==> src/eq_pkg.sv <==
// Shared widths, frame states and helper functions for the one-tap equalizer.
// Modules use scoped names in their headers and a wildcard import in the body.

package eq_pkg;

  // --------------------
  // Sample format
  // --------------------

  // Packed complex sample, I in the upper half and Q in the lower half
  localparam int SAMPLE_W = 32;
  localparam int COMP_W   = 16;

  // Subcarriers per OFDM symbol, fixed by the training table below
  localparam int N_SC = 64;

  // --------------------
  // Frame control
  // --------------------

  typedef enum logic [1:0] {
    ST_TRAIN    = 2'd0,
    ST_EQUALIZE = 2'd1,
    ST_IDLE     = 2'd2
  } frame_state_e;

  // 802.11 long training symbol, bit k belongs to subcarrier k
  // Nonzero mask marks used subcarriers, negative mask marks the -1 entries
  localparam logic [N_SC-1:0] TRAIN_NZ  = 64'h07FF_FFFE_FFFF_FFC0;
  localparam logic [N_SC-1:0] TRAIN_NEG = 64'h0056_7D4C_0A60_5300;

  // --------------------
  // Functions
  // --------------------

  // Known sign of a training subcarrier: -1, 0 or +1
  function automatic logic signed [1:0] train_sign(input logic [$clog2(N_SC)-1:0] idx);
    logic signed [1:0] s;
    if (!TRAIN_NZ[idx]) begin
      s = 2'sd0;
    end else if (TRAIN_NEG[idx]) begin
      s = -2'sd1;
    end else begin
      s = 2'sd1;
    end
    return s;
  endfunction

  // Negate one component, most negative value clips to the positive limit
  function automatic logic signed [COMP_W-1:0] sat_neg(input logic signed [COMP_W-1:0] x);
    logic signed [COMP_W-1:0] r;
    if (x == {1'b1, {(COMP_W-1){1'b0}}}) begin
      r = {1'b0, {(COMP_W-1){1'b1}}};
    end else begin
      r = -x;
    end
    return r;
  endfunction

endpackage

==> src/channel_estimator.sv <==
// Channel estimator: detects start of frame, captures the training symbol
// into a weight memory and replays the weights while data symbols arrive.
`timescale 1ns/1ns

module channel_estimator (
  input  logic                        clk_i,
  input  logic                        rst_i,
  input  logic                        i_sof,
  // Input stream from the top level
  input  logic [eq_pkg::SAMPLE_W-1:0] i_tdata,
  input  logic                        i_tvalid,
  output logic                        o_tready,
  // Data samples forwarded to the symbol buffer
  output logic                        o_buf_valid,
  input  logic                        i_buf_ready,
  // Frame restart for buffer and combiner
  output logic                        o_flush,
  // Weight stream to the combiner
  output logic [eq_pkg::SAMPLE_W-1:0] o_w_data,
  output logic                        o_w_valid,
  input  logic                        i_w_ready
);

  import eq_pkg::*;

  localparam int IDX_W = $clog2(N_SC);

  // --------------------
  // Declarations
  // --------------------

  frame_state_e state;

  logic             sof_q;
  logic             sof_edge;
  logic [IDX_W-1:0] train_cnt;
  logic [IDX_W-1:0] w_idx;
  logic             train_acc;

  // One weight per subcarrier
  logic [SAMPLE_W-1:0] wmem [N_SC];

  logic signed [1:0]        sign;
  logic signed [COMP_W-1:0] t_i;
  logic signed [COMP_W-1:0] t_q;
  logic signed [COMP_W-1:0] w_i;
  logic signed [COMP_W-1:0] w_q;

  // --------------------
  // Frame control
  // --------------------

  // Rising edge of sof starts a new frame
  assign sof_edge = i_sof & ~sof_q;
  assign o_flush  = sof_edge;

  // Training samples are taken here and never reach the buffer
  assign train_acc = (state == ST_TRAIN) && i_tvalid && !sof_edge;

  always_ff @(posedge clk_i) begin
    if (rst_i) begin
      state     <= ST_IDLE;
      sof_q     <= 1'b0;
      train_cnt <= '0;
      w_idx     <= '0;
    end else begin
      sof_q <= i_sof;
      if (sof_edge) begin
        state     <= ST_TRAIN;
        train_cnt <= '0;
        w_idx     <= '0;
      end else begin
        if (train_acc) begin
          train_cnt <= train_cnt + IDX_W'(1);
          // Last training write and state change on the same edge
          if (train_cnt == IDX_W'(N_SC - 1)) begin
            state <= ST_EQUALIZE;
          end
        end
        // Replay index wraps after the last subcarrier
        if (o_w_valid && i_w_ready) begin
          w_idx <= w_idx + IDX_W'(1);
        end
      end
    end
  end

  // --------------------
  // Weight calculation
  // --------------------

  assign sign = train_sign(train_cnt);
  assign t_i  = i_tdata[SAMPLE_W-1:COMP_W];
  assign t_q  = i_tdata[COMP_W-1:0];

  // conj(sign * sample), null subcarriers give zero
  always_comb begin
    w_i = '0;
    w_q = '0;
    if (sign == 2'sd1) begin
      w_i = t_i;
      w_q = sat_neg(t_q);
    end else if (sign == -2'sd1) begin
      w_i = sat_neg(t_i);
      w_q = sat_neg(sat_neg(t_q));
    end
  end

  always_ff @(posedge clk_i) begin
    if (train_acc) begin
      wmem[train_cnt] <= {w_i, w_q};
    end
  end

  // --------------------
  // Stream routing
  // --------------------

  // Input is blocked on the sof edge cycle and while idle
  always_comb begin
    case (state)
      ST_TRAIN:    o_tready = !sof_edge;
      ST_EQUALIZE: o_tready = i_buf_ready && !sof_edge;
      default:     o_tready = 1'b0;
    endcase
  end

  assign o_buf_valid = (state == ST_EQUALIZE) && i_tvalid && !sof_edge;

  assign o_w_valid = (state == ST_EQUALIZE);
  assign o_w_data  = wmem[w_idx];

endmodule

==> config.mk <==
export PLATFORM = sky130hd
export DESIGN_NAME = channel_estimator
export DESIGN_NICKNAME = d
export VERILOG_FILES = /design/src/eq_pkg.sv /design/src/channel_estimator.sv
export SDC_FILE = /design/constraint.sdc
export NUM_CORES = 2
export LEC_CHECK = 0
export ABC_AREA = 1
export BUFFER_PORTS_ARGS = -buffer_cell sky130_fd_sc_hd__buf_4
export CORE_ASPECT_RATIO = 1.75
export CORE_MARGIN = 5
export CORE_UTILIZATION = 42
export DETAILED_ROUTE_END_ITERATION = 16
export GPL_TIMING_DRIVEN = 1
export RECOVER_POWER = 50
export SLEW_MARGIN = 20
export SYNTH_ARGS = -nofsm -noshare
export SYNTH_HDL_FRONTEND = slang
export SYNTH_SLANG_ARGS = --single-unit
==> constraint.sdc <==
create_clock -name clk_i -period 6.2 [get_ports clk_i]
set_clock_uncertainty 0.05 [all_clocks]
set_input_delay 1.24 -clock clk_i [delete_from_list [all_inputs] [get_ports clk_i]]
set_output_delay 1.24 -clock clk_i [all_outputs]
set_load 0.005 [all_outputs]
==> results.ini <==
[synthesis]
netlist_area_um2=83300
yosysMostFrequentCell=edfxtp_1
ys_seq_area_share_pct=74.4
syn_nets=6657
syn_inst=6610
synth_edf_count=2048
synth_seq_cells=2071
synth_area_leaders=edfxtp_1 (74%), o21ai_0 (6.4%), nor2_1 (5.3%)
yosys_warnings=0
synthFlopType=edfxtp_1
synth_top_cell_by_area=edfxtp_1
synthTopCellsByCount=edfxtp_1 (2,048), nor2_1 (1,183), o21ai_0 (1,059)
synth_cell_types=53
async_flop_share_pct=0
avgSynthCellArea_um2=12.6
synth_top_area_share_pct=73.9

[critical_path]
end_kind=flop
worstPathRequired_ps=6570
r2r_slack_ps=730
worstReg2RegEnd=wmem[7][13]
startpoint_type=input port
critPathMaxFanout=14
r2r_cells=6
critical_path_class=in -> reg
r2r_start=state[0]
arrival_ps=5980

[job]
drv_cap=66

[drt]
dr.pass1.iters=5
ant_nets=0
routed_wl_mm=245
num_vias=55154
wl_per_cell_um=26.1
dr.first_iter.drc_count=5562
drc=0
via_per_inst=5.89

[grt]
antenna_found_initial=3
track_usage_pct=22.7
grt.met2_usage_pct=41.5
grt_first_pass_wirelength_mm=356
met3_usage_pct=2.56
grt-busiest-layer=met2
grt_max_degree=194
grt_pass1_vias=53719
overflow=0
grt_util_met1_pct=27.6

[timing]
fmax_ghz=0.178
period_needed_ps=5610
setup_ws_ps=585
hold_viol=0
maxSlewViolCount=1766
grt_setup_unrepaired=no
max_slew_margin_pct=-153
worst_slew_pin_slew_ps=3800
hold_slack_ps=465
setup_viol=0
period_share_pct=90.6
setup-tns-final_ps=0

[pwr]
power_frac_comb_pct=0.9
finalPower_mw=26.5
power.leakage_nw=31.1
switching_share_pct=19.4
clkPwrFrac_pct=41.7
vdd_drop_max_mv=0.193
power.density_nw_per_um2=286
power_frac_seq_pct=57.4
p_int_mw=21.4
power.switching_mw=5.16

[floorplanning]
core_area_um2=198000
start_util_pct=42.2
die_height_um=599
dieArea_um2=208000
ioPinCount=74
die_w_um=347
fp-row-count=216

[clocking]
cts_made_buffers=188
ctsResizeCount=0
clockBufferDepth=4
cts_tree=built
clk_pin_slew_ps=70
insertion_delay_ps=820
post_cts_buffers=0
cts_max_level=4
cts_root_buf=clkbuf_16
cts_hold_buf=0
cts_sinks=2071

[layout]
fill_cells=17365
nets=6656
utilization_pct=47.0
fin_area_um2=92800
register_area_um2=62000
fin_cells=9365
multiInputGateArea_um2=19400
syn_to_final_growth_pct=11.4
final_layout_size_suffix_gt1_share_pct=7.93

[min_path]
holdPathEnd=state[1]
hold_class=reg -> reg
hp-start=state[1]
whs_path_depth=2

[placed_design]
placed_cells=9032
port_buffers=73
gp_congestion=0.833
dpl_worst_slack_ps=1100
dpl.hpwl_mm=135
dpl_cell_area_um2=87700

[outcome]
violations=capacitance limit, slew limit
outcome=complete, but fails checks

## cell families (layout without fill, tap and decap cells)
family,after synthesis,after routing,share of synthesized area (%)
AOI/OAI and AO/OA,1719,1719,11.2
other,0,3,0
and+or+nand+nor,2266,2266,11.3
xor gates and xnor gates,13,13,0.155
buffers and inverters,532,668,2.76
DFF,2071,2071,74.4
adders and majority gates,9,9,0.135
## power groups by stage
stage	Sequential (mW)	Clock [mW]	Combinational (mW)
2_1_floorplan	15.5	0	0.119
3_3_place_gp	15.5	0	0.242
3_5_place_dp	15.5	0	0.247
4_1_cts	15.2	11.2	0.248
5_1_grt	15.2	11.8	0.265
6_report	15.2	11.1	0.242
## critical path, cell delays in order
cell and delay [ps]:
clkbuf_4 100, inv_1 60, nor2_1 140, nor2_1 730, nand2_1 670, nor2_1 1950
clkbuf_1 1030
## layout by cell type, fill, tap and decap left out, types with 5 or more instances in the layout
cell type,instances
xor2_1,7
nand2_4,5
ha_1,9
nor2_1,1164
buf_16,5
nand4_1,16
a21oi_1,71
edfxtp_1,2048
nor3_1,5
nor2_4,30
bufinv_16,9
clkinv_2,27
clkbuf_2,11
dfxtp_4,5
inv_1,63
or2_1,24
nand2_1,599
clkinv_1,45
buf_12,27
nand3_2,9
o22ai_1,527
o21ai_0,1056
o221ai_4,5
nand2_2,8
clkbuf_16,193
nor2_2,11
clkbuf_1,120
nand3_1,380
o21ai_1,27
buf_4,147
o21ai_4,8
dfxtp_1,17
o211ai_1,12
## state kept, by name (all words and copies together) (netlist names), named ones only
register,cells
w_idx,6
state,2
sign,1
wmem,2048
sof_q,1
train_cnt,6
## worst max-delay path by stage
stage	endpoint	start	cells past startpoint	slack, ps
after floorplan	wmem[0][2]	i_tdata[0]	12	390
after global placement	wmem[14][10]	i_tdata[0]	18	1110
after detailed placement	wmem[12][1]	i_tdata[0]	18	1100
after CTS	o_w_data[20]	flop	10	760
after global routing	wmem[7][10]	i_sof	7	460
final	wmem[7][13]	i_sof	7	590
## routing by layer
layer | wire (µm) | part of all wire [%]
met1 | 91500 | 37
met2 | 127000 | 52
met3 | 15800 | 6.5
met4 | 10800 | 4.4
met5 | 12 | 0.0049
## cell type report
| class | instances | area share (%) |
|---|---|---|
| diodes | 3 | 0.00809 |
| clock buffers | 243 | 5.43 |
| clock inverters | 84 | 0.677 |
| inverters | 76 | 0.352 |
| multi-input cells | 4007 | 20.9 |
| flip-flops and latches | 2071 | 66.8 |
| well taps | 2616 | 3.53 |
| repair buffers | 265 | 2.30 |
Note: power is estimated with default switching activity, not from simulation.
