<file path="src/eq_pkg.sv">
// Shared widths, frame states and helper functions for the one-tap equalizer.
// Modules use scoped names in their headers and a wildcard import in the body.

package eq_pkg;

  // --------------------
  // Sample format
  // --------------------

  // Packed complex sample, I in the upper half and Q in the lower half
  localparam int SAMPLE_W = 32;
  localparam int COMP_W   = 16;

  // Subcarriers per OFDM symbol, fixed by the training table below
  localparam int N_SC = 64;

  // --------------------
  // Frame control
  // --------------------

  typedef enum logic [1:0] {
    ST_TRAIN    = 2'd0,
    ST_EQUALIZE = 2'd1,
    ST_IDLE     = 2'd2
  } frame_state_e;

  // 802.11 long training symbol, bit k belongs to subcarrier k
  // Nonzero mask marks used subcarriers, negative mask marks the -1 entries
  localparam logic [N_SC-1:0] TRAIN_NZ  = 64'h07FF_FFFE_FFFF_FFC0;
  localparam logic [N_SC-1:0] TRAIN_NEG = 64'h0056_7D4C_0A60_5300;

  // --------------------
  // Functions
  // --------------------

  // Known sign of a training subcarrier: -1, 0 or +1
  function automatic logic signed [1:0] train_sign(input logic [$clog2(N_SC)-1:0] idx);
    logic signed [1:0] s;
    if (!TRAIN_NZ[idx]) begin
      s = 2'sd0;
    end else if (TRAIN_NEG[idx]) begin
      s = -2'sd1;
    end else begin
      s = 2'sd1;
    end
    return s;
  endfunction

  // Negate one component, most negative value clips to the positive limit
  function automatic logic signed [COMP_W-1:0] sat_neg(input logic signed [COMP_W-1:0] x);
    logic signed [COMP_W-1:0] r;
    if (x == {1'b1, {(COMP_W-1){1'b0}}}) begin
      r = {1'b0, {(COMP_W-1){1'b1}}};
    end else begin
      r = -x;
    end
    return r;
  endfunction

endpackage

</file>
<file path="src/weight_combiner.sv">
// Pairs each data sample with its subcarrier weight, multiplies them and
// rounds, shifts and saturates the product back to 16-bit I and Q.
`timescale 1ns/1ns

module weight_combiner #(
  parameter int OUT_SHIFT = 15
) (
  input  logic                        clk_i,
  input  logic                        rst_i,
  input  logic                        i_flush,
  // Weight stream
  input  logic [eq_pkg::SAMPLE_W-1:0] i_w_data,
  input  logic                        i_w_valid,
  output logic                        o_w_ready,
  // Data stream from the buffer
  input  logic [eq_pkg::SAMPLE_W-1:0] i_d_data,
  input  logic                        i_d_last,
  input  logic                        i_d_valid,
  output logic                        o_d_ready,
  // Equalized output
  output logic [eq_pkg::SAMPLE_W-1:0] o_data,
  output logic                        o_last,
  output logic                        o_valid,
  input  logic                        i_out_ready
);

  import eq_pkg::*;

  localparam int PROD_W = 2 * COMP_W + 1;
  localparam int RND_W  = PROD_W + 1;

  localparam logic signed [RND_W-1:0] HALF_LSB = RND_W'(1) <<< (OUT_SHIFT - 1);
  localparam logic signed [RND_W-1:0] SAT_MAX  = RND_W'(2 ** (COMP_W - 1) - 1);
  localparam logic signed [RND_W-1:0] SAT_MIN  = -RND_W'(2 ** (COMP_W - 1));

  // Round half up, shift and clip one component
  function automatic logic [COMP_W-1:0] rnd_sat(input logic signed [PROD_W-1:0] v);
    logic signed [RND_W-1:0] r;
    r = (RND_W'(v) + HALF_LSB) >>> OUT_SHIFT;
    if (r > SAT_MAX) begin
      r = SAT_MAX;
    end else if (r < SAT_MIN) begin
      r = SAT_MIN;
    end
    return r[COMP_W-1:0];
  endfunction

  logic signed [COMP_W-1:0]   d_i, d_q, w_i, w_q;
  logic signed [2*COMP_W-1:0] p_ii, p_qq, p_iq, p_qi;

  logic                     s1_valid, s1_last, s1_ready;
  logic signed [PROD_W-1:0] s1_re, s1_im;
  logic                     s2_ready;
  logic                     pair_fire;

  // --------------------
  // Handshake
  // --------------------

  assign s2_ready  = !o_valid || i_out_ready;
  assign s1_ready  = !s1_valid || s2_ready;
  assign pair_fire = i_w_valid && i_d_valid && s1_ready;
  assign o_w_ready = i_d_valid && s1_ready;
  assign o_d_ready = i_w_valid && s1_ready;

  always_ff @(posedge clk_i) begin
    if (rst_i || i_flush) begin
      s1_valid <= 1'b0;
      o_valid  <= 1'b0;
    end else begin
      if (s1_ready) begin
        s1_valid <= pair_fire;
      end
      if (s2_ready) begin
        o_valid <= s1_valid;
      end
    end
  end

  // --------------------
  // Stage 1, complex multiply
  // --------------------

  assign d_i = i_d_data[SAMPLE_W-1:COMP_W];
  assign d_q = i_d_data[COMP_W-1:0];
  assign w_i = i_w_data[SAMPLE_W-1:COMP_W];
  assign w_q = i_w_data[COMP_W-1:0];

  assign p_ii = (2*COMP_W)'(d_i) * (2*COMP_W)'(w_i);
  assign p_qq = (2*COMP_W)'(d_q) * (2*COMP_W)'(w_q);
  assign p_iq = (2*COMP_W)'(d_i) * (2*COMP_W)'(w_q);
  assign p_qi = (2*COMP_W)'(d_q) * (2*COMP_W)'(w_i);

  always_ff @(posedge clk_i) begin
    if (pair_fire) begin
      s1_re   <= PROD_W'(p_ii) - PROD_W'(p_qq);
      s1_im   <= PROD_W'(p_iq) + PROD_W'(p_qi);
      s1_last <= i_d_last;
    end
    // Stage 2, round and saturate
    if (s1_valid && s2_ready) begin
      o_data <= {rnd_sat(s1_re), rnd_sat(s1_im)};
      o_last <= s1_last;
    end
  end

endmodule

</file>
<file path="config.mk">
export PLATFORM = sky130hd
export DESIGN_NAME = weight_combiner
export DESIGN_NICKNAME = d
export VERILOG_FILES = /design/src/eq_pkg.sv /design/src/weight_combiner.sv
export SDC_FILE = /design/constraint.sdc
export NUM_CORES = 2
export LEC_CHECK = 0
export BUFFER_PORTS_ARGS = -buffer_cell sky130_fd_sc_hd__buf_2
export CAP_MARGIN = 20
export CORE_MARGIN = 3
export CORE_UTILIZATION = 55
export DETAILED_ROUTE_END_ITERATION = 8
export HOLD_SLACK_MARGIN = 0.15
export PLACE_DENSITY = 0.75
export SLEW_MARGIN = 30
export SYNTH_ARGS = -nofsm -noshare
export SYNTH_HDL_FRONTEND = slang
export SYNTH_SLANG_ARGS = --single-unit
export TNS_END_PERCENT = 20
</file>
<file path="constraint.sdc">
create_clock -name clk_i -period 8.49 [get_ports clk_i]
set_input_delay 0.4245 -clock clk_i [delete_from_list [all_inputs] [get_ports clk_i]]
set_output_delay 0.4245 -clock clk_i [all_outputs]
set_load 0.02 [all_outputs]
</file>
==> results.md <==
- In this run the post-CTS setup repair buffer count came out at 0.
- From bottom edge to top edge, the die measures 284.3 microns.
- The clock arrives with 13.94 ps of skew.
- The number of nets handed over by synthesis was 5968.
- The number of antenna violations at the first check in global routing is 13.
- Once the floorplan was initialized, standard cells occupied 55.80% of the core.
- The maximum number of buffers from clock root to sink is 2.
- The final non-filler cell area is 0.04467 sq mm.
- Once placement finished, the instance area stood at 0.04433 sq mm.
- The worst flop-to-flop path startpoint is s1_im[14].
- In this run the cell area of the synthesized design comes to 0.04259 sq mm.
- The first global-routing pass estimated 173.1 mm of wire.
- The number of failing setup endpoints in the final timing report is 0.
- The number of routed nets with antenna violations is 0.
- Of the cells placed in the final design, the portion with a size suffix greater than 1 is 4.925%.
- The setup TNS after final layout is 0 ps.
- Summed over its instances, the top area cell type makes up 55.09% of the synthesized netlist area.
- After detailed routing, the average wire length per cell comes to 18.83 microns.
- The xor and xnor area share after synthesis is 2.036%.
- The hold-fix buffer count after cts is 0.
- The arrival time reported for the critical path endpoint is 7770 ps.
- In this design, the critical path's most frequently occurring cell is fa_1.
- The die area is 0.08081 sq mm.
- The maximum clock frequency is 0.1305 GHz.
- The via count of the first global-routing pass is 32557.
- The number of max-cap violations is 0.
- The final-report hold violation count is 0.
- Of the total synthesized cell area, the portion taken by AND, OR, NAND and NOR gates is 13.55%.
- Dividing the detail-routed via count by the number of cells gives 5.210.
- The cell count after synthesis came out at 4421.
- The standard cell with the maximum stage delay on the critical path is buf_2.
- The path class of the tightest hold or removal check is primary input to flop.
- The launch point of the worst hold path is i_flush.
- The H-tree was split into 3 levels.
- After legalization and detailed placement, the total HPWL measured 87.31 mm.
- The final route contains 28464 vias.
- For this run, asynchronously set or reset flops after synthesis account for 0%.
- The biggest area contributor in the post-synthesis netlist is fa_1.
- inv_1 is the most common cell in the netlist.
- Counting every sink on the clock net gives 74.
- The depth of the worst hold-timing path is 2.
- The max-slew violation count is 0.
- Of the post-synthesis cell area, the part taken by muxes is 0%.
- The DRC marker count from the first detailed-route iteration is 1335.
- By count the netlist is led by 1278 x inv_1, 1172 x fa_1, 499 x nand2_1.
- The critical path is of the primary input to flop type.
- The synthesized netlist devotes 2.198% of its cell area to compound gates.
- For the worst flop-to-flop path, the logic depth is 8.
- The synthesized netlist devotes 64.02% of its cell area to adder and majority cells.
- The first detailed-routing pass ran for 5 iterations.
- The worst register-to-register path ends at o_data[11].
- Input and output buffers added on the ports amount to 106.
- After global routing the overflow that remains totals 0.
- Data on the critical path is required at its endpoint by 8590 ps.
- After synthesis the netlist holds a flip-flop and latch count of 74.
- The clock transition at the registers of the reported paths is 60 ps.
- The remaining routing DRC violations is 0.
- The later pin in the worst-skew pair is clocked with a latency of 370 ps.
- Hold is met by 230.7 ps.
- Measured along the x axis, the die boundary spans 284.3 microns.
- The final critical path takes up 90.27% of the cycle.
- The share of the core filled with cells is 58.53%.
- The share of the Yosys chip area taken by registers is 5.171%.
- Along the worst path, the maximum fanout reaches 28.
- The most used flip-flop cell after synthesis is edfxtp_1.
- The largest net degree at the start of global routing is 41.
- The shortest period the worst path allows is 7664 ps.
- The TritonCTS clock tree is built.
- Sorting the synthesized cells by area gives the leading types as fa_1 55%, inv_1 11%, ha_1 8.9%, and2_1 7.2%, edfxtp_1 5.1%.
- Setup repair after global routing left no endpoint under its margin.
- The sort of element at the start of the critical path is a primary input.
- The placer congestion estimate is 0.9352.
- The run finished with clean final reports.
- The total number of placement rows is 101.
- The global routing usage summed across all routing layers is 27.40%.
- The endpoint type of the worst setup path is a flop.
- The count of nets after finishing is 5968.
- The setup slack of the most critical reg-to-reg path is 5450 ps.
- The count of distinct cell types in the synthesized netlist is 59.
- The clock buffer count from CTS is 9.
- The headroom to the max-slew limit is 40.60%.
- The dominant combinational cell family by area after synthesis is adder cells.
- In this run the count of I/O pins placed on the die edge is 107.
- The total of cells resized after clock tree synthesis is 0.
- Each instance of the synthesized netlist takes up on average 9.633 sq um.
- The synthesized design contains 72 enable-type register cells.
- The number of warning messages in the yosys log is 0.
- The floorplan core area is 0.07633 sq mm.
- The end point of the worst hold path is o_valid.
- The area growth from synthesis to layout is 4.894%.
- The transition time at the pin with the least slew margin is 887.6 ps.
- The clock tree root driver cell is clkbuf_16.
- The signal on the critical path passes through buf_2, nand2_1, fa_1, fa_1, inv_1, fa_1, inv_1, fa_1, fa_1, inv_1, fa_1, fa_1, inv_1, fa_1, inv_1, ha_1, a21oi_1, o221ai_1, a2111o_1, a31o_2, a31oi_1, o211ai_1, a31oi_1, xnor2_1.
- The wire length reported by the detailed router is 102.9 mm.
- The peak per-stage delay on the critical path is 590 ps.
-- worst max-delay path by stage --
stage | cells after the start | startpoint | endpoint
2_1_floorplan | 25 | i_d_data[15] | s1_re[32]
3_3_place_gp | 24 | i_d_data[21] | s1_re[32]
5_1_grt | 24 | i_d_data[21] | s1_re[31]
3_5_place_dp | 24 | i_d_data[21] | s1_re[26]
6_report | 24 | i_d_data[21] | s1_re[26]
4_1_cts | 24 | i_d_data[21] | s1_re[26]
-- through the flow --
| step | instances | setup slack, ps |
|---|---|---|
| after floorplan | 4421 | 1031 |
| after global placement | 5439 | 556.5 |
| after detailed placement | 5440 | 452.5 |
| after CTS | 5456 | 813.2 |
| after global routing | 5458 | 518.4 |
| final | 5463 | 826.2 |
-- cell usage in the layout (no fill, tap or decap), types with 12 or more instances in the layout --
master and instances:
nor2_1 75, buf_4 79, xor2_1 34, nand3_1 23, a21oi_1 24, edfxtp_1 72, nand2_1 499, buf_2 106
a21o_1 12, o21ai_0 53, and2_1 489, fa_1 1172, inv_1 1278, ha_1 304, xnor2_1 65, nand2b_1 22
-- critical path: cells and delay by family --
kind / cells / cell delay [ps]
AOI/OAI and AO/OA: 7 / 1970
xor gates and xnor gates: 1 / 90
adders and majority gates: 9 / 4220
buffers and inverters: 6 / 850
and+or+nand+nor: 1 / 160
-- state kept, by name, summed over array words and instances, names as in the netlist --
signal / cells
o_last: 1
s1_re: 19
s1_last: 1
s1_valid: 1
o_valid: 1
o_data: 32
s1_im: 19
-- cell type report --
| class | count | area (sq um) |
|---|---|---|
| Clock inverter | 6 | 90.09 |
| Inverter | 1278 | 4797 |
| Fill cell | 6467 | 31660 |
| Timing Repair Buffer | 188 | 1191 |
| Sequential cell | 74 | 2202 |
| Antenna cell | 7 | 17.52 |
| Tap cell | 1030 | 1289 |
| Clock buffer | 10 | 229.0 |
| Multi-Input combinational cell | 2870 | 34860 |
-- cells by family after synthesis --
kind of cell,count (synthesis)
xor+xnor,99
flops,74
simple gates,1153
buf+inv,1477
fa+ha+maj,1476
compound gates,142
-- routing by layer --
layer	share of wire (%)	vias to the layer above	global-route usage, %	wire (microns)
met5	0.055	-	0	57
met4	3.3	10	8.153	3393
li1	-	12472	-	-
met1	40	14873	35.92	40660
met3	8.3	213	6.191	8579
met2	49	896	45.88	50160
Power is not shown: default switching activity piles up to over one toggle a cycle in this logic, so the estimate is an artifact.
