--- config.mk ---
export PLATFORM = sky130hd
export DESIGN_NAME = symbol_buffer
export DESIGN_NICKNAME = d
export VERILOG_FILES = /design/src/eq_pkg.sv /design/src/symbol_buffer.sv
export SDC_FILE = /design/constraint.sdc
export NUM_CORES = 1
export LEC_CHECK = 0
export BUFFER_PORTS_ARGS = -buffer_cell sky130_fd_sc_hd__buf_2
export CAP_MARGIN = 20
export CELL_PAD_IN_SITES_DETAIL_PLACEMENT = 0
export CELL_PAD_IN_SITES_GLOBAL_PLACEMENT = 1
export CORE_ASPECT_RATIO = 0.6
export CORE_MARGIN = 2
export CORE_UTILIZATION = 55
export CTS_CLUSTER_SIZE = 20
export DETAILED_ROUTE_END_ITERATION = 12
export PLACE_DENSITY_LB_ADDON = 0.1
export SYNTH_ARGS = -nofsm -noshare
export SYNTH_HDL_FRONTEND = slang
export SYNTH_SLANG_ARGS = --single-unit
--- constraint.sdc ---
create_clock -name clk_i -period 9.7 [get_ports clk_i]
set_clock_uncertainty 0.2 [all_clocks]
set_input_delay 0.485 -clock clk_i [delete_from_list [all_inputs] [get_ports clk_i]]
set_output_delay 0.485 -clock clk_i [all_outputs]
set_load 0.01 [all_outputs]
--- src/eq_pkg.sv ---
// Shared widths, frame states and helper functions for the one-tap equalizer.
// Modules use scoped names in their headers and a wildcard import in the body.

package eq_pkg;

  // --------------------
  // Sample format
  // --------------------

  // Packed complex sample, I in the upper half and Q in the lower half
  localparam int SAMPLE_W = 32;
  localparam int COMP_W   = 16;

  // Subcarriers per OFDM symbol, fixed by the training table below
  localparam int N_SC = 64;

  // --------------------
  // Frame control
  // --------------------

  typedef enum logic [1:0] {
    ST_TRAIN    = 2'd0,
    ST_EQUALIZE = 2'd1,
    ST_IDLE     = 2'd2
  } frame_state_e;

  // 802.11 long training symbol, bit k belongs to subcarrier k
  // Nonzero mask marks used subcarriers, negative mask marks the -1 entries
  localparam logic [N_SC-1:0] TRAIN_NZ  = 64'h07FF_FFFE_FFFF_FFC0;
  localparam logic [N_SC-1:0] TRAIN_NEG = 64'h0056_7D4C_0A60_5300;

  // --------------------
  // Functions
  // --------------------

  // Known sign of a training subcarrier: -1, 0 or +1
  function automatic logic signed [1:0] train_sign(input logic [$clog2(N_SC)-1:0] idx);
    logic signed [1:0] s;
    if (!TRAIN_NZ[idx]) begin
      s = 2'sd0;
    end else if (TRAIN_NEG[idx]) begin
      s = -2'sd1;
    end else begin
      s = 2'sd1;
    end
    return s;
  endfunction

  // Negate one component, most negative value clips to the positive limit
  function automatic logic signed [COMP_W-1:0] sat_neg(input logic signed [COMP_W-1:0] x);
    logic signed [COMP_W-1:0] r;
    if (x == {1'b1, {(COMP_W-1){1'b0}}}) begin
      r = {1'b0, {(COMP_W-1){1'b1}}};
    end else begin
      r = -x;
    end
    return r;
  endfunction

endpackage

--- src/symbol_buffer.sv ---
// Circular FIFO that holds data samples and their last flag until the
// combiner pairs them with a weight. Flush empties it at a new frame.
`timescale 1ns/1ns

module symbol_buffer #(
  parameter int BUF_DEPTH = 16
) (
  input  logic                        clk_i,
  input  logic                        rst_i,
  input  logic                        i_flush,
  // Write side
  input  logic [eq_pkg::SAMPLE_W-1:0] i_data,
  input  logic                        i_last,
  input  logic                        i_valid,
  output logic                        o_ready,
  // Read side
  output logic [eq_pkg::SAMPLE_W-1:0] o_d_data,
  output logic                        o_d_last,
  output logic                        o_d_valid,
  input  logic                        i_d_ready
);

  import eq_pkg::*;

  localparam int PTR_W = $clog2(BUF_DEPTH);
  localparam int CNT_W = $clog2(BUF_DEPTH + 1);
  localparam int WORD_W = SAMPLE_W + 1;

  // Last flag stored in the top bit
  logic [WORD_W-1:0] mem [BUF_DEPTH];

  logic [PTR_W-1:0] wr_ptr;
  logic [PTR_W-1:0] rd_ptr;
  logic [CNT_W-1:0] count;
  logic             push;
  logic             pop;

  assign o_ready   = (count != CNT_W'(BUF_DEPTH));
  assign o_d_valid = (count != '0);
  assign push      = i_valid && o_ready;
  assign pop       = o_d_valid && i_d_ready;

  // Head of the queue is visible without a read delay
  assign {o_d_last, o_d_data} = mem[rd_ptr];

  // --------------------
  // Pointers and count
  // --------------------

  always_ff @(posedge clk_i) begin
    if (rst_i || i_flush) begin
      wr_ptr <= '0;
      rd_ptr <= '0;
      count  <= '0;
    end else begin
      if (push) begin
        wr_ptr <= (wr_ptr == PTR_W'(BUF_DEPTH - 1)) ? '0 : wr_ptr + PTR_W'(1);
      end
      if (pop) begin
        rd_ptr <= (rd_ptr == PTR_W'(BUF_DEPTH - 1)) ? '0 : rd_ptr + PTR_W'(1);
      end
      case ({push, pop})
        2'b10:   count <= count + CNT_W'(1);
        2'b01:   count <= count - CNT_W'(1);
        default: count <= count;
      endcase
    end
  end

  always_ff @(posedge clk_i) begin
    if (push) begin
      mem[wr_ptr] <= {i_last, i_data};
    end
  end

endmodule

==> impl_metrics.env, run 1 <==
export IMPL_status="completed"
export IMPL_rsz0062_at_grt="false"
export IMPL_antenna_diode_count=0
export IMPL_clk_latency_ps=550
export IMPL_clockBufferDepth=3
export IMPL_hold_path_class="input pin to register"
export IMPL_p_comb_frac=0.029
export IMPL_leakagePower_nw=7.14
export IMPL_drc=0
export IMPL_via_per_inst=6.12
export IMPL_synth_top_cell_area_share=0.761
export IMPL_clk_pin_slew_ps=60
export IMPL_cp_arrival_ps=3620
export IMPL_io_pins=73
export IMPL_hold_viol=0
export IMPL_switching_share=0.193
export IMPL_crit_fanout=70
export IMPL_postSynthAreaPerCell_um2=24.4
export IMPL_reg2reg_to="count[2]"
export IMPL_synth_edf_count=528
export IMPL_yosysTopAreaCell="edfxtp_1"
export IMPL_tns_ps=0
export IMPL_routedWlPerCell_um=27.9
export IMPL_cts_tree="yes"
export IMPL_worst_slew_pin_slew_ps=1030
export IMPL_fin_crit_sh=0.444
export IMPL_grt_overflow_total=0
export IMPL_drive_above_1_share=0.350
export IMPL_first_global_vias=9384
export IMPL_utilization=0.621
export IMPL_dpl_cell_count=1413
export IMPL_cp_required_ps=9020
export IMPL_whs_path_depth=4
export IMPL_antenna_found_initial=0
export IMPL_cts_sinks=545
export IMPL_cpMaxStageDelayCell="dfxtp_4"
export IMPL_wirelength_um=41700
export IMPL_layoutNonFillerInstCount=1498
export IMPL_cp_start_kind="register"
export IMPL_fin_crit_ps=4310
export IMPL_p_int_w=0.00368
export IMPL_placed_area_um2=21800
export IMPL_start_util=0.555
export IMPL_synth_yosys_seq_area_share=0.778
export IMPL_critPathBufInv=2
export IMPL_die_w_um=255
export IMPL_synth_seq_cells=545
export IMPL_ys_top_cells_by_count="edfxtp_1, mux4_2, clkbuf_1"
export IMPL_hold_path_end="count[4]"
export IMPL_dp_hpwl_um=20500
export IMPL_dieHeight_um=155
export IMPL_vias=9173
export IMPL_antenna_left=0
export IMPL_crit_family="buffers and inverters"
export IMPL_syn_inst=853
export IMPL_yosys_most_used_dff="edfxtp_1"
export IMPL_htree_levels=2
export IMPL_track_usage=0.219
export IMPL_switchingPower_w=0.000883
export IMPL_pwr_share_clk=0.401
export IMPL_ctsHoldBuffers=1
export IMPL_area_growth_pct=11.9
export IMPL_port_buffers=72
export IMPL_ir_drop_mv=0.169
export IMPL_yosys_warnings=0
export IMPL_cpMostUsedCell="mux4_2"
export IMPL_numCtsBuffers=48
export IMPL_power_share_sequential=0.570
export IMPL_yosys_top_cells_area="edfxtp_1, mux4_2, dfxtp_1, buf_6, ha_1"
export IMPL_synth_nets=899
export IMPL_grt_first_pass_wirelength_um=62200
export IMPL_yosysMostFrequentCell="edfxtp_1"
export IMPL_path_cells="buf_4, mux4_2, mux4_2, buf_2"
export IMPL_finalMaxSlewViolations=0
export IMPL_grt_max_degree=121
export IMPL_async_reset_ff_frac=0
export IMPL_hold_start="i_flush"
export IMPL_max_slew_margin_rel=0.315
export IMPL_cpPeakStageDelay_ps=920
export IMPL_gp_congestion=0.733
export IMPL_dr_pass1_iters=5
export IMPL_drt_initial_drc_count=992
export IMPL_crit_type="register to output port"
export IMPL_fp_row_count=55
export IMPL_cts_setup_buffers=0
export IMPL_r2r_slack_ps=5980
export IMPL_setup_viol=0
export IMPL_power_total_w=0.00456
export IMPL_r2r_start="count[1]"
export IMPL_setup_worst_path_end_class="output port"
export IMPL_cts_root_buf="clkbuf_16"
export IMPL_finalInstanceArea_um2=23300
export IMPL_syn_cell_area_um2=20800
export IMPL_core_area_um2=37500
export IMPL_nNetsFinal=997
export IMPL_powerDensity_nw_per_um2=196
export IMPL_ctsResizeCount=0
export IMPL_max_cap_viol_count=0
export IMPL_dieArea_um2=39500
export IMPL_ys_types=40
export IMPL_ff2ff_path_depth=9
export IMPL_fmax_ghz=0.232
==> sequential cells by signal, summed over array words and instances (netlist names), named ones only <==
name,flops
mem,528
wr_ptr,4
rd_ptr,4
count,5
==> placed cells by master, fill, tap and decap left out, types with 4 or more instances in the layout <==
cell type,n
a21oi_1,8
and2_2,12
buf_2,72
buf_4,20
bufinv_16,4
clkbuf_1,11
clkbuf_16,49
clkinv_1,9
clkinv_2,7
dfxtp_1,13
edfxtp_1,528
ha_1,8
inv_1,7
mux2i_1,4
mux4_2,165
nand2_1,8
nor2_1,8
nor4b_2,4
o21ai_0,4
xor2_1,5
==> worst min-delay path, delay by kind of cell <==
kind | cells | cell delay (ps)
and+or+nand+nor | 2 | 100
buffers and inverters | 1 | 90
muxes | 1 | 60
==> area by class of cell <==
type	count	area [um^2]
inverters	7	26.3
repair buffers	94	541
flip-flops and latches	545	16200
well taps	513	642
clock buffers	60	1270
fillers	2516	14200
multi-input cells	255	4380
clock inverters	24	223
==> kinds of logic (layout without fill, tap and decap cells) <==
| logic type | count (synthesis) | after routing | synth area share |
|---|---|---|---|
| AO/OA/AOI/OAI | 26 | 26 | 0.00823 |
| XOR/XNOR | 6 | 6 | 0.00252 |
| adder cells (fa/ha/maj) | 8 | 8 | 0.00481 |
| buffers and inverters | 53 | 185 | 0.0135 |
| flip-flops | 545 | 545 | 0.778 |
| multiplexers | 169 | 169 | 0.180 |
| AND/OR/NAND/NOR | 46 | 46 | 0.0127 |
==> power groups by stage <==
stage	registers, W	clock network, W	logic [W]
5_1_grt	0.00260	0.00196	0.000145
4_1_cts	0.00260	0.00187	0.000135
2_1_floorplan	0.00265	0	0.0000738
3_3_place_gp	0.00265	0	0.000128
6_report	0.00260	0.00183	0.000133
3_5_place_dp	0.00265	0	0.000135
==> stage by stage <==
stage	hold slack (ps)	setup WS, ps
after CTS	0.624	5330
after global placement	273	5960
after global routing	43.1	5240
final	28.1	5390
after floorplan	266	4580
after detailed placement	302	5930
==> how the worst max path moves through the flow <==
stage | startpoint | to | slack (ps) | depth (start not counted)
2_1_floorplan | count[1] | mem[0][0] | 4580 | 5
3_3_place_gp | register | o_d_data[18] | 5960 | 4
3_5_place_dp | register | o_d_data[18] | 5930 | 4
4_1_cts | register | o_d_data[18] | 5330 | 4
5_1_grt | register | o_d_data[11] | 5240 | 4
6_report | register | o_d_data[18] | 5390 | 4
==> layer usage <==
layer | part of all wire | vias to the layer above | track usage | routed length, um
li1 | - | 3862 | - | -
met1 | 0.44 | 4968 | 0.340 | 18500
met2 | 0.48 | 296 | 0.338 | 19900
met3 | 0.066 | 47 | 0.0353 | 2750
met4 | 0.014 | 0 | 0.0412 | 569
met5 | 0 | - | 0 | 0
Note: power is estimated with default switching activity, not from simulation.
==> run 2, diff against run 1 <==
CORE_UTILIZATION = 50   (was 55)
clock period = 3.65 ns   (was 9.7 ns; I/O delays follow)
==> run 2 against run 1 <==
  * Combinational power grew to 3.0 times the previous value
  * Sequential share of layout area shrank 2.1 points
  * Worst setup slack lost 5000 ps
  * Critical endpoint is now o_d_data[26]
  * Highest routed layer unchanged
==> impl_metrics.env, run 2 (same netlist as run 1, synthesis figures left out) <==
export IMPL_ctsHoldBuffers=40
export IMPL_vias=9433
export IMPL_dieHeight_um=162
export IMPL_leakagePower_nw=7.42
export IMPL_clk_latency_ps=560
export IMPL_grt_max_degree=59
export IMPL_htree_levels=2
export IMPL_layoutNonFillerInstCount=1605
export IMPL_crit_fanout=21
export IMPL_powerDensity_nw_per_um2=501
export IMPL_dieArea_um2=43300
export IMPL_fin_crit_ps=3290
export IMPL_die_w_um=267
export IMPL_max_slew_margin_rel=0.406
export IMPL_fmax_ghz=0.304
export IMPL_rsz0062_at_grt="false"
export IMPL_dr_pass1_iters=5
export IMPL_cts_tree="yes"
export IMPL_status="completed"
export IMPL_antenna_diode_count=0
export IMPL_track_usage=0.211
export IMPL_dp_hpwl_um=23900
export IMPL_max_cap_viol_count=0
export IMPL_via_per_inst=5.88
export IMPL_cts_sinks=545
export IMPL_first_global_vias=9950
export IMPL_dpl_cell_count=1476
export IMPL_clk_pin_slew_ps=60
export IMPL_finalMaxSlewViolations=0
export IMPL_utilization=0.589
export IMPL_cts_root_buf="clkbuf_16"
export IMPL_cp_start_kind="register"
export IMPL_largest_reg_flops=528
export IMPL_gp_congestion=0.752
export IMPL_power_total_w=0.0120
export IMPL_area_growth_pct=15.4
export IMPL_ir_drop_mv=0.502
export IMPL_io_pins=73
export IMPL_tns_ps=0
export IMPL_clockBufferDepth=3
export IMPL_cp_arrival_ps=2910
export IMPL_dp_slack_ps=478
export IMPL_nNetsFinal=1053
export IMPL_largest_register="mem"
export IMPL_fin_crit_sh=0.901
export IMPL_cts_setup_buffers=0
export IMPL_start_util=0.510
export IMPL_routedWlPerCell_um=27.5
export IMPL_worst_slew_pin_slew_ps=890
export IMPL_grt_overflow_total=0
export IMPL_ctsResizeCount=0
export IMPL_drc=0
export IMPL_cp_required_ps=3270
export IMPL_port_buffers=72
export IMPL_fp_row_count=57
export IMPL_drive_above_1_share=0.343
export IMPL_grt_first_pass_wirelength_um=65400
export IMPL_layout_commonest_cell="edfxtp_1"
export IMPL_setup_worst_path_end_class="output port"
export IMPL_numCtsBuffers=49
export IMPL_drt_initial_drc_count=1195
export IMPL_layout_common_cells="edfxtp_1, mux4_2, buf_2"
export IMPL_fin_ws_ps=360
export IMPL_setup_viol=0
export IMPL_hold_path_class="register to register"
export IMPL_antenna_left=0
export IMPL_wirelength_um=44200
export IMPL_crit_type="register to output port"
export IMPL_antenna_found_initial=0
export IMPL_largestRegisters="mem x528, count x5"
export IMPL_core_area_um2=40800
export IMPL_hold_viol=0
==> run 2: changes by cell type in the layout (fill, tap and decap cells not counted), moves of 2 or more <==
cell | before | now
buf_12 | 1 | 18
bufinv_16 | 4 | 1
clkbuf_1 | 11 | 16
clkinv_1 | 9 | 12
dlygate4sd3_1 | 1 | 40
inv_6 | 2 | 0
==> run 2: final timing paths <==
kind                  start           end  slack [ps]  depth (start not counted)
setup / recovery   register  o_d_data[26]         360                          4
hold / removal    rd_ptr[3]      register         320                          2
setup reg to reg   count[1]      count[2]         400                         10
hold reg to reg   rd_ptr[3]      register         320                          2
==> run 2: per-stage QoR <==
stage | hold WS, ps | instance area, um^2
2_1_floorplan | 81.4 | 20800
3_3_place_gp | 270 | 22200
3_5_place_dp | 286 | 22200
4_1_cts | 305 | 24000
5_1_grt | 337 | 24000
6_report | 317 | 24000
==> run 2: power breakdown <==
group,internal [W],switching [W]
combinational,0.000181,0.000215
clock,0.00258,0.00215
sequential,0.00689,0.0000171
==> run 2: worst max-delay path, cell delays in order, from the launching register on <==
cell and delay (ps):
dfxtp_4 640, buf_4 430, mux4_2 560, mux4_2 540, buf_2 170
==> run 2: cell type report <==
type	count	area [um^2]
Timing Repair Buffer	149	1260
Clock buffer	66	1310
Inverter	7	26.3
Tap cell	560	701
Multi-Input combinational cell	255	4380
Sequential cell	545	16200
Fill cell	2903	16800
Clock inverter	23	136
==> run 2: metal layers <==
metal  global-route usage  vias up  share of wire
met5                    0        -              0
met4               0.0455        0          0.017
met3               0.0331       71          0.056
met2                0.345      302           0.49
met1                0.306     5079           0.44
li1                     -     3981              -
